--- src/cache_pkg.sv ---
// Cache subsystem shared definitions

package cache_pkg;

    // ------------------------------------------------------------------------
    // widths and geometry
    // ------------------------------------------------------------------------
    localparam int ADDR_W    = 32;
    localparam int DATA_W    = 32;
    localparam int NUM_LINES = 4;
    localparam int INDEX_W   = $clog2(NUM_LINES);
    localparam int INDEX_LSB = 2;                     // word aligned accesses
    localparam int TAG_LSB   = INDEX_LSB + INDEX_W;
    localparam int TAG_W     = ADDR_W - TAG_LSB;

    typedef logic [ADDR_W-1:0]  addr_t;
    typedef logic [DATA_W-1:0]  data_t;
    typedef logic [INDEX_W-1:0] index_t;
    typedef logic [TAG_W-1:0]   tag_t;

    // memory transaction ids
    typedef logic [0:0] mem_id_t;
    localparam mem_id_t ID_ICACHE = 1'b0;
    localparam mem_id_t ID_DCACHE = 1'b1;

    // address field extraction
    function automatic index_t addr_index(addr_t addr);
        return addr[INDEX_LSB +: INDEX_W];
    endfunction

    function automatic tag_t addr_tag(addr_t addr);
        return addr[TAG_LSB +: TAG_W];
    endfunction

endpackage
--- src/cache_subsystem.sv ---
// L1 cache subsystem top level
`timescale 1ns/1ps

module cache_subsystem (
    input  logic               clk_i,
    input  logic               rst_n_i,
    // instruction cache
    input  logic               icache_en_i,
    input  logic               icache_flush_i,
    input  logic               fetch_req_i,
    input  cache_pkg::addr_t   fetch_addr_i,
    output logic               fetch_valid_o,
    output cache_pkg::data_t   fetch_data_o,
    output logic               icache_miss_o,
    // data cache
    input  logic               dcache_enable_i,
    input  logic               dcache_flush_i,      // held until acknowledged
    output logic               dcache_flush_ack_o,
    input  logic               dreq_i,
    input  logic               dwe_i,
    input  cache_pkg::addr_t   daddr_i,
    input  cache_pkg::data_t   dwdata_i,
    output logic               dack_o,
    output cache_pkg::data_t   drdata_o,
    output logic               dcache_miss_o,
    // memory port
    output logic               mem_req_valid_o,
    input  logic               mem_req_ready_i,
    output logic               mem_req_we_o,
    output cache_pkg::addr_t   mem_req_addr_o,
    output cache_pkg::data_t   mem_req_wdata_o,
    output cache_pkg::mem_id_t mem_req_id_o,
    input  logic               mem_rsp_valid_i,
    input  cache_pkg::mem_id_t mem_rsp_id_i,
    input  cache_pkg::data_t   mem_rsp_rdata_i
);

    logic             ic_req_valid;
    logic             ic_req_ready;
    cache_pkg::addr_t ic_req_addr;
    logic             ic_rsp_valid;

    logic             dc_req_valid;
    logic             dc_req_ready;
    logic             dc_req_we;
    cache_pkg::addr_t dc_req_addr;
    cache_pkg::data_t dc_req_wdata;
    logic             dc_rsp_valid;

    icache icache_i (
        .clk_i         (clk_i),
        .rst_n_i       (rst_n_i),
        .en_i          (icache_en_i),
        .flush_i       (icache_flush_i),
        .fetch_req_i   (fetch_req_i),
        .fetch_addr_i  (fetch_addr_i),
        .fetch_valid_o (fetch_valid_o),
        .fetch_data_o  (fetch_data_o),
        .miss_o        (icache_miss_o),
        .req_valid_o   (ic_req_valid),
        .req_ready_i   (ic_req_ready),
        .req_addr_o    (ic_req_addr),
        .rsp_valid_i   (ic_rsp_valid),
        .rsp_rdata_i   (mem_rsp_rdata_i)    // data fans out to both caches
    );

    dcache dcache_i (
        .clk_i       (clk_i),
        .rst_n_i     (rst_n_i),
        .enable_i    (dcache_enable_i),
        .flush_i     (dcache_flush_i),
        .flush_ack_o (dcache_flush_ack_o),
        .dreq_i      (dreq_i),
        .dwe_i       (dwe_i),
        .daddr_i     (daddr_i),
        .dwdata_i    (dwdata_i),
        .dack_o      (dack_o),
        .drdata_o    (drdata_o),
        .miss_o      (dcache_miss_o),
        .req_valid_o (dc_req_valid),
        .req_ready_i (dc_req_ready),
        .req_we_o    (dc_req_we),
        .req_addr_o  (dc_req_addr),
        .req_wdata_o (dc_req_wdata),
        .rsp_valid_i (dc_rsp_valid),
        .rsp_rdata_i (mem_rsp_rdata_i)
    );

    // ------------------------------------------------------------------------
    // shared memory port
    // ------------------------------------------------------------------------
    mem_port_arbiter mem_port_arbiter_i (
        .clk_i           (clk_i),
        .rst_n_i         (rst_n_i),
        .ic_req_valid_i  (ic_req_valid),
        .ic_req_addr_i   (ic_req_addr),
        .ic_req_ready_o  (ic_req_ready),
        .ic_rsp_valid_o  (ic_rsp_valid),
        .dc_req_valid_i  (dc_req_valid),
        .dc_req_we_i     (dc_req_we),
        .dc_req_addr_i   (dc_req_addr),
        .dc_req_wdata_i  (dc_req_wdata),
        .dc_req_ready_o  (dc_req_ready),
        .dc_rsp_valid_o  (dc_rsp_valid),
        .mem_req_valid_o (mem_req_valid_o),
        .mem_req_ready_i (mem_req_ready_i),
        .mem_req_we_o    (mem_req_we_o),
        .mem_req_addr_o  (mem_req_addr_o),
        .mem_req_wdata_o (mem_req_wdata_o),
        .mem_req_id_o    (mem_req_id_o),
        .mem_rsp_valid_i (mem_rsp_valid_i),
        .mem_rsp_id_i    (mem_rsp_id_i)
    );

endmodule

--- src/mem_port_arbiter.sv ---
// Round-robin memory port arbiter
`timescale 1ns/1ps

module mem_port_arbiter (
    input  logic               clk_i,
    input  logic               rst_n_i,
    // instruction cache side
    input  logic               ic_req_valid_i,
    input  cache_pkg::addr_t   ic_req_addr_i,
    output logic               ic_req_ready_o,
    output logic               ic_rsp_valid_o,
    // data cache side
    input  logic               dc_req_valid_i,
    input  logic               dc_req_we_i,
    input  cache_pkg::addr_t   dc_req_addr_i,
    input  cache_pkg::data_t   dc_req_wdata_i,
    output logic               dc_req_ready_o,
    output logic               dc_rsp_valid_o,
    // memory request out
    output logic               mem_req_valid_o,
    input  logic               mem_req_ready_i,
    output logic               mem_req_we_o,
    output cache_pkg::addr_t   mem_req_addr_o,
    output cache_pkg::data_t   mem_req_wdata_o,
    output cache_pkg::mem_id_t mem_req_id_o,
    // memory response in
    input  logic               mem_rsp_valid_i,
    input  cache_pkg::mem_id_t mem_rsp_id_i
);

    cache_pkg::mem_id_t last_q;      // last accepted requester
    logic               locked_q;    // granted request still waiting for ready
    cache_pkg::mem_id_t lock_id_q;
    cache_pkg::mem_id_t grant;
    logic               dc_sel;

    always_comb begin
        if (locked_q) begin
            grant = lock_id_q;
        end else if (ic_req_valid_i && dc_req_valid_i) begin
            grant = (last_q == cache_pkg::ID_ICACHE) ? cache_pkg::ID_DCACHE
                                                     : cache_pkg::ID_ICACHE;
        end else if (dc_req_valid_i) begin
            grant = cache_pkg::ID_DCACHE;
        end else begin
            grant = cache_pkg::ID_ICACHE;
        end
    end

    assign dc_sel = (grant == cache_pkg::ID_DCACHE);

    // request mux
    assign mem_req_valid_o = dc_sel ? dc_req_valid_i : ic_req_valid_i;
    assign mem_req_we_o    = dc_sel && dc_req_we_i;   // icache only reads
    assign mem_req_addr_o  = dc_sel ? dc_req_addr_i : ic_req_addr_i;
    assign mem_req_wdata_o = dc_sel ? dc_req_wdata_i : '0;
    assign mem_req_id_o    = grant;
    assign ic_req_ready_o  = mem_req_ready_i && !dc_sel;
    assign dc_req_ready_o  = mem_req_ready_i && dc_sel;

    // response routing by id
    assign ic_rsp_valid_o = mem_rsp_valid_i && (mem_rsp_id_i == cache_pkg::ID_ICACHE);
    assign dc_rsp_valid_o = mem_rsp_valid_i && (mem_rsp_id_i == cache_pkg::ID_DCACHE);

    always_ff @(posedge clk_i) begin
        if (!rst_n_i) begin
            last_q    <= cache_pkg::ID_DCACHE;   // icache wins the first tie
            locked_q  <= 1'b0;
            lock_id_q <= cache_pkg::ID_ICACHE;
        end else if (mem_req_valid_o) begin
            if (mem_req_ready_i) begin
                last_q   <= grant;
                locked_q <= 1'b0;
            end else begin
                locked_q  <= 1'b1;
                lock_id_q <= grant;
            end
        end
    end

endmodule

--- src/dcache.sv ---
// Write-through data cache
`timescale 1ns/1ps

module dcache (
    input  logic             clk_i,
    input  logic             rst_n_i,
    input  logic             enable_i,
    input  logic             flush_i,
    output logic             flush_ack_o,
    input  logic             dreq_i,
    input  logic             dwe_i,
    input  cache_pkg::addr_t daddr_i,
    input  cache_pkg::data_t dwdata_i,
    output logic             dack_o,
    output cache_pkg::data_t drdata_o,
    output logic             miss_o,
    output logic             req_valid_o,
    input  logic             req_ready_i,
    output logic             req_we_o,
    output cache_pkg::addr_t req_addr_o,
    output cache_pkg::data_t req_wdata_o,
    input  logic             rsp_valid_i,
    input  cache_pkg::data_t rsp_rdata_i
);

    typedef enum logic [1:0] {
        IDLE,
        MEM_REQ,
        MEM_WAIT,
        FLUSH
    } state_e;

    state_e state_q;

    logic [cache_pkg::NUM_LINES-1:0] valid_q;
    cache_pkg::tag_t  tag_q  [cache_pkg::NUM_LINES];
    cache_pkg::data_t data_q [cache_pkg::NUM_LINES];

    logic             we_q;
    logic             fill_q;    // read miss with the cache enabled
    cache_pkg::addr_t addr_q;
    cache_pkg::data_t wdata_q;

    cache_pkg::index_t lookup_idx;
    cache_pkg::index_t fill_idx;
    logic              hit;
    logic              access_start;
    logic              rsp_done;

    assign lookup_idx   = cache_pkg::addr_index(daddr_i);
    assign fill_idx     = cache_pkg::addr_index(addr_q);
    assign hit          = enable_i && valid_q[lookup_idx]
                          && (tag_q[lookup_idx] == cache_pkg::addr_tag(daddr_i));
    assign access_start = (state_q == IDLE) && !flush_i && dreq_i;
    assign rsp_done     = (state_q == MEM_WAIT) && rsp_valid_i;

    assign req_valid_o = (state_q == MEM_REQ);
    assign req_we_o    = we_q;
    assign req_addr_o  = addr_q;
    assign req_wdata_o = wdata_q;

    // ------------------------------------------------------------------------
    // access and flush sequencing
    // ------------------------------------------------------------------------
    always_ff @(posedge clk_i) begin
        if (!rst_n_i) begin
            state_q     <= IDLE;
            valid_q     <= '0;
            we_q        <= 1'b0;
            fill_q      <= 1'b0;
            dack_o      <= 1'b0;
            miss_o      <= 1'b0;
            flush_ack_o <= 1'b0;
        end else begin
            dack_o      <= 1'b0;
            miss_o      <= 1'b0;
            flush_ack_o <= 1'b0;
            case (state_q)
                IDLE: begin
                    if (flush_i) begin
                        valid_q     <= '0;   // invalidate right away
                        flush_ack_o <= 1'b1;
                        state_q     <= FLUSH;
                    end else if (dreq_i) begin
                        we_q   <= dwe_i;
                        fill_q <= !dwe_i && enable_i;
                        if (!dwe_i && hit) begin
                            dack_o <= 1'b1;
                        end else begin
                            miss_o  <= !dwe_i;   // only reads count as misses
                            state_q <= MEM_REQ;
                        end
                    end
                end
                MEM_REQ: if (req_ready_i) state_q <= MEM_WAIT;
                MEM_WAIT: begin
                    if (rsp_valid_i) begin
                        dack_o <= 1'b1;
                        if (fill_q) valid_q[fill_idx] <= 1'b1;
                        state_q <= IDLE;
                    end
                end
                FLUSH: if (!flush_i) state_q <= IDLE;   // wait for the core to drop it
                default: state_q <= IDLE;
            endcase
        end
    end

    // arrays and payload
    always_ff @(posedge clk_i) begin
        if (access_start) begin
            addr_q   <= daddr_i;
            wdata_q  <= dwdata_i;
            drdata_o <= data_q[lookup_idx];
            if (dwe_i && hit) data_q[lookup_idx] <= dwdata_i;   // write hit updates line
        end
        if (rsp_done) begin
            drdata_o <= rsp_rdata_i;
            if (fill_q) begin
                tag_q[fill_idx]  <= cache_pkg::addr_tag(addr_q);
                data_q[fill_idx] <= rsp_rdata_i;
            end
        end
    end

endmodule

--- src/icache.sv ---
// Direct-mapped instruction cache
`timescale 1ns/1ps

module icache (
    input  logic             clk_i,
    input  logic             rst_n_i,
    input  logic             en_i,
    input  logic             flush_i,
    input  logic             fetch_req_i,
    input  cache_pkg::addr_t fetch_addr_i,
    output logic             fetch_valid_o,
    output cache_pkg::data_t fetch_data_o,
    output logic             miss_o,
    output logic             req_valid_o,
    input  logic             req_ready_i,
    output cache_pkg::addr_t req_addr_o,
    input  logic             rsp_valid_i,
    input  cache_pkg::data_t rsp_rdata_i
);

    typedef enum logic [1:0] {
        IDLE,
        MISS_REQ,
        MISS_WAIT
    } state_e;

    state_e state_q;

    logic [cache_pkg::NUM_LINES-1:0] valid_q;
    cache_pkg::tag_t  tag_q  [cache_pkg::NUM_LINES];
    cache_pkg::data_t data_q [cache_pkg::NUM_LINES];

    cache_pkg::addr_t addr_q;   // fetch in flight
    logic             fill_q;   // line gets refilled on response

    cache_pkg::index_t lookup_idx;
    cache_pkg::index_t fill_idx;
    logic              hit;
    logic              fetch_start;
    logic              rsp_done;

    assign lookup_idx  = cache_pkg::addr_index(fetch_addr_i);
    assign fill_idx    = cache_pkg::addr_index(addr_q);
    assign hit         = en_i && valid_q[lookup_idx]
                         && (tag_q[lookup_idx] == cache_pkg::addr_tag(fetch_addr_i));
    assign fetch_start = (state_q == IDLE) && fetch_req_i;
    assign rsp_done    = (state_q == MISS_WAIT) && rsp_valid_i;

    assign req_valid_o = (state_q == MISS_REQ);
    assign req_addr_o  = addr_q;

    // ------------------------------------------------------------------------
    // control path
    // ------------------------------------------------------------------------
    always_ff @(posedge clk_i) begin
        if (!rst_n_i) begin
            state_q       <= IDLE;
            valid_q       <= '0;
            fill_q        <= 1'b0;
            fetch_valid_o <= 1'b0;
            miss_o        <= 1'b0;
        end else begin
            fetch_valid_o <= 1'b0;
            miss_o        <= 1'b0;
            case (state_q)
                IDLE: begin
                    if (fetch_req_i) begin
                        if (hit) begin
                            fetch_valid_o <= 1'b1;   // answered from the array
                        end else begin
                            miss_o  <= 1'b1;
                            fill_q  <= en_i;         // bypass never fills
                            state_q <= MISS_REQ;
                        end
                    end
                end
                MISS_REQ: if (req_ready_i) state_q <= MISS_WAIT;
                MISS_WAIT: begin
                    if (rsp_valid_i) begin
                        fetch_valid_o <= 1'b1;
                        if (fill_q) valid_q[fill_idx] <= 1'b1;
                        state_q <= IDLE;
                    end
                end
                default: state_q <= IDLE;
            endcase
            if (flush_i) valid_q <= '0;   // wins over a refill in the same cycle
        end
    end

    // arrays and payload
    always_ff @(posedge clk_i) begin
        if (fetch_start) begin
            addr_q       <= fetch_addr_i;
            fetch_data_o <= data_q[lookup_idx];
        end
        if (rsp_done) begin
            fetch_data_o <= rsp_rdata_i;
            if (fill_q) begin
                tag_q[fill_idx]  <= cache_pkg::addr_tag(addr_q);
                data_q[fill_idx] <= rsp_rdata_i;
            end
        end
    end

endmodule

--- config.mk ---
export PLATFORM = sky130hd
export DESIGN_NAME = cache_subsystem
export DESIGN_NICKNAME = d
export VERILOG_FILES = /design/src/cache_pkg.sv /design/src/cache_subsystem.sv /design/src/mem_port_arbiter.sv /design/src/dcache.sv /design/src/icache.sv
export SDC_FILE = /design/constraint.sdc
export NUM_CORES = 1
export LEC_CHECK = 0
export ABC_AREA = 1
export BUFFER_PORTS_ARGS = -buffer_cell sky130_fd_sc_hd__buf_2
export CELL_PAD_IN_SITES_DETAIL_PLACEMENT = 1
export CELL_PAD_IN_SITES_GLOBAL_PLACEMENT = 1
export CORE_MARGIN = 5
export CORE_UTILIZATION = 40
export DETAILED_ROUTE_END_ITERATION = 12
export GPL_TIMING_DRIVEN = 0
export PLACE_DENSITY = 0.79
export SETUP_SLACK_MARGIN = 0.1
export SLEW_MARGIN = 20
export SYNTH_ARGS = -nofsm -noshare
export SYNTH_HDL_FRONTEND = slang
export SYNTH_SLANG_ARGS = --single-unit
--- constraint.sdc ---
create_clock -name clk_i -period 7 [get_ports clk_i]
set_clock_uncertainty 0.2 [all_clocks]
set_input_delay 1.05 -clock clk_i [delete_from_list [all_inputs] [get_ports clk_i]]
set_output_delay 1.05 -clock clk_i [all_outputs]
set_load 0.05 [all_outputs]
==> results.md <==
- Startpoint Class: register
- Design Area, Final: 32000 µm²
- IO Count: 276
- P_int: 7.05 mW
- Placed insts: 3406
- Ys flop type: edfxtp_1
- Fin crit share: 65.3%
- Num CTS Buffers: 72
- Drt pass-1 iters: 5
- Worst R2R End: dcache_i.data_q[3][17]$_DFFE_PP_
- Final ANT Viol Nets: 0
- Total gr overflow: 0
- RSZ-0062 raised after global routing: false
- Combinational Power Share: 17.4%
- Pre-CTS WS: 2680 ps
- Final WS setup: 2430 ps
- Core box area: 65700 µm²
- Layout net count: 2756
- Placed inst area: 29700 µm²
- Tightest Pin Transition: 863 ps
- Post-route DRC: 0
- Hpwl dp: 62600 µm
- Top sig layer: met5
- Max Cap Violations: 0
- Synth area leaders: edfxtp_1 (72%), nand2_1 (7.8%), o21ai_0 (4.7%), nor2_1 (3.2%), nand3_1 (2.5%)
- Data arrival, critical path: 3320 ps
- Die Ht: 268 µm
- Max clock buf depth: 3
- Crit path largest cell delay: 700 ps
- Area growth, synth to finish: 20.7%
- Clock Latency Late Sink: 630 ps
- Worst Hold Class: reg2reg
- Global-route wire length before repair: 129000 µm
- Crit. path cell count: 11
- Worst r2r path cells: 11
- Post_cts resized: 0
- Max Transition Viols Final: 0
- CP delay by family, top: buffers and inverters
- Cell repeated most along the worst path: nand2_1
- Crit path max fanout: 10
- Die Area: 71600 µm²
- P_leak: 12.3 nW
- DR WL/cell: 24.7 µm
- Slowest-stage cell, CP: buf_1
- Avg Vias per Cell: 5.45
- Die width: 268 µm
- Largest area contributor in the netlist: edfxtp_1
- Initial Utilization: 40.4%
- Final min period: 4570 ps
- Hold slack: 263 ps
- Post-Route WL: 87600 µm
- Clock share of power: 36.9%
- Gpl congestion: 0.857
- Syn. warnings: 0
- Clock slew at reported path FFs: 60 ps
- Clock tree root buffer cell: clkbuf_16
- PwrDens: 318 nW/µm²
- Row Count: 94
- Worst setup path end: mem_req_addr_o[22]
- Yosys top cell area share: 72.4%
- CP bufs+invs: 5
- Syn_nets: 2357
- CP Class: reg2out
- Area of the mapped netlist: 26500 µm²
- Sum Neg Setup Slack: 0 ps
- Post-Layout Cell Count: 3544
- Switch Pwr: 3.12 mW
- Fill cell count: 7000
- Distinct cells, synth: 29
- Vias in the first global route: 20.9k
- Final setup viols: 0
- Crit-path cells: nand2_1 -> inv_1 -> nand2_1 -> nand3_1 -> o21ai_1 -> inv_1 -> clkbuf_1 -> buf_1 -> nand2_1 -> nand2_1 -> buf_2
- Detailed-route via count: 19.3k
- Status: complete, no violations
- Async SR Flop Fraction: 0%
- Largest net degree at the start of global routing: 46
- Slew HR: 42.1%
- Mapped Cells: 2217
- Number of synthesized flops with an enable pin: 640
- Register area share after synthesis: 74.2%
- Setup crit end kind: primary output
- Pwr Total: 10.2 mW
- Hold Buf Count CTS: 0
- Post-synth top cells: edfxtp_1 (640), nand2_1 (549), o21ai_0 (247)
- Critical Path RT: 5750 ps
- Reg2Reg Setup Slack: 3850 ps
- F_max: 219 MHz
- WL met3: 7740 µm
- M1 wire length: 32600 µm
- TritonCTS clock tree: yes
- Switching part of the total power: 30.7%
- Worst vdd ir: 0.357 mV
- Total track usage: 24.0%
- Seq pwr share: 45.7%
- Initial antenna violation count: 13
- Fin. Hold Viols: 0
- Met2 wire length: 43600 µm
- Critical path launch point: icache_i.state_q[0]$_SDFFE_PN0P_
- Final Core Density: 48.7%
- H-tree depth: 3
- Count leader, synth: edfxtp_1
- Port Buf Inserts: 274
- Post-CTS Setup Repair Bufs: 0
- Yosys reg bits: 663
- Clock sinks: 663
- Avg Inst Size Synth: 12.0 µm²
- Share of cells above drive strength 1: 19.1%
- Starting DRC count in detailed routing: 1852
- R2r startpoint: dcache_i.state_q[1]$_SDFFE_PN0P_
[cell usage in the layout, fill, tap and decap left out, types with 9 or more instances in the layout]
master / instances
buf_6: 19
dfxtp_1: 23
o21ai_0: 247
edfxtp_1: 640
clkbuf_1: 69
nand2_1: 547
clkinv_2: 11
buf_2: 304
nand3_1: 135
nor2_1: 218
nand3b_1: 15
a21oi_1: 17
xor2_1: 9
clkbuf_16: 72
inv_1: 123
clkinv_1: 16
or2_2: 11
buf_4: 37
buf_16: 10
o22ai_1: 69
[power by group through the flow]
stage	clock network [mW]	logic, mW	registers [mW]
CTS	3.80	1.77	4.65
global route	3.98	1.87	4.66
global placement	0	1.68	4.73
floorplan	0	0.945	4.89
detailed placement	0	1.75	4.73
finish	3.76	1.77	4.65
[worst reg2reg max path: stages, from the launching register on]
cell and delay, ps:
dfxtp_1 350, inv_1 80, nor2_1 100, inv_1 60, nor2_1 130, nand2_1 180
inv_1 150, nand2_1 170, o21ai_0 340, inv_1 250, nor2_4 590, buf_16 250
[cell families (layout without fill, tap and decap cells)]
kind of cell,after synthesis,after routing,synth area share (%)
simple gates,961,961,14.8
flops,663,663,74.2
compound gates,337,337,6.71
buf+inv,242,698,3.90
xor+xnor,14,14,0.462
other cells,0,7,0
[final cells by class]
cell class | instances | area [µm²] | area share [%]
repair buffers | 325 | 2020 | 6.29
well taps | 864 | 1080 | 3.37
multi-input cells | 1312 | 5900 | 18.4
flip-flops and latches | 663 | 19700 | 61.4
clock buffers | 84 | 1870 | 5.83
plain buffers | 113 | 544 | 1.70
inverters | 129 | 492 | 1.53
diodes | 7 | 17.5 | 0.0547
clock inverters | 47 | 437 | 1.36
[worst min-delay path by stage]
stage                                            end  depth (start not counted)  slack [ps]                             start
floorplan           dcache_i.valid_q[3]$_SDFFE_PN0P_                          2         230  dcache_i.valid_q[3]$_SDFFE_PN0P_
global placement    dcache_i.valid_q[3]$_SDFFE_PN0P_                          2         240  dcache_i.valid_q[3]$_SDFFE_PN0P_
detailed placement  dcache_i.valid_q[0]$_SDFFE_PN0P_                          2         260  dcache_i.valid_q[0]$_SDFFE_PN0P_
CTS                 dcache_i.valid_q[0]$_SDFFE_PN0P_                          2         260  dcache_i.valid_q[0]$_SDFFE_PN0P_
global route        dcache_i.valid_q[1]$_SDFFE_PN0P_                          2         280  dcache_i.valid_q[1]$_SDFFE_PN0P_
finish              dcache_i.valid_q[0]$_SDFFE_PN0P_                          2         260  dcache_i.valid_q[0]$_SDFFE_PN0P_
[flip-flops by register name, summed over array words and instances (netlist names), 32 cells and up]
register	flops
dcache_i.data_q	128
icache_i.tag_q	112
icache_i.fetch_data_o	32
dcache_i.tag_q	112
dcache_i.req_wdata_o	32
icache_i.data_q	128
dcache_i.drdata_o	32
icache_i.req_addr_o	32
dcache_i.req_addr_o	32
[per-layer routing]
metal	up-vias	global-route usage, %
li1	8552	-
met1	9690	29.7
met2	896	41.7
met3	168	4.68
met4	10	9.28
met5	-	0
Power figures use the tool's default switching activity.
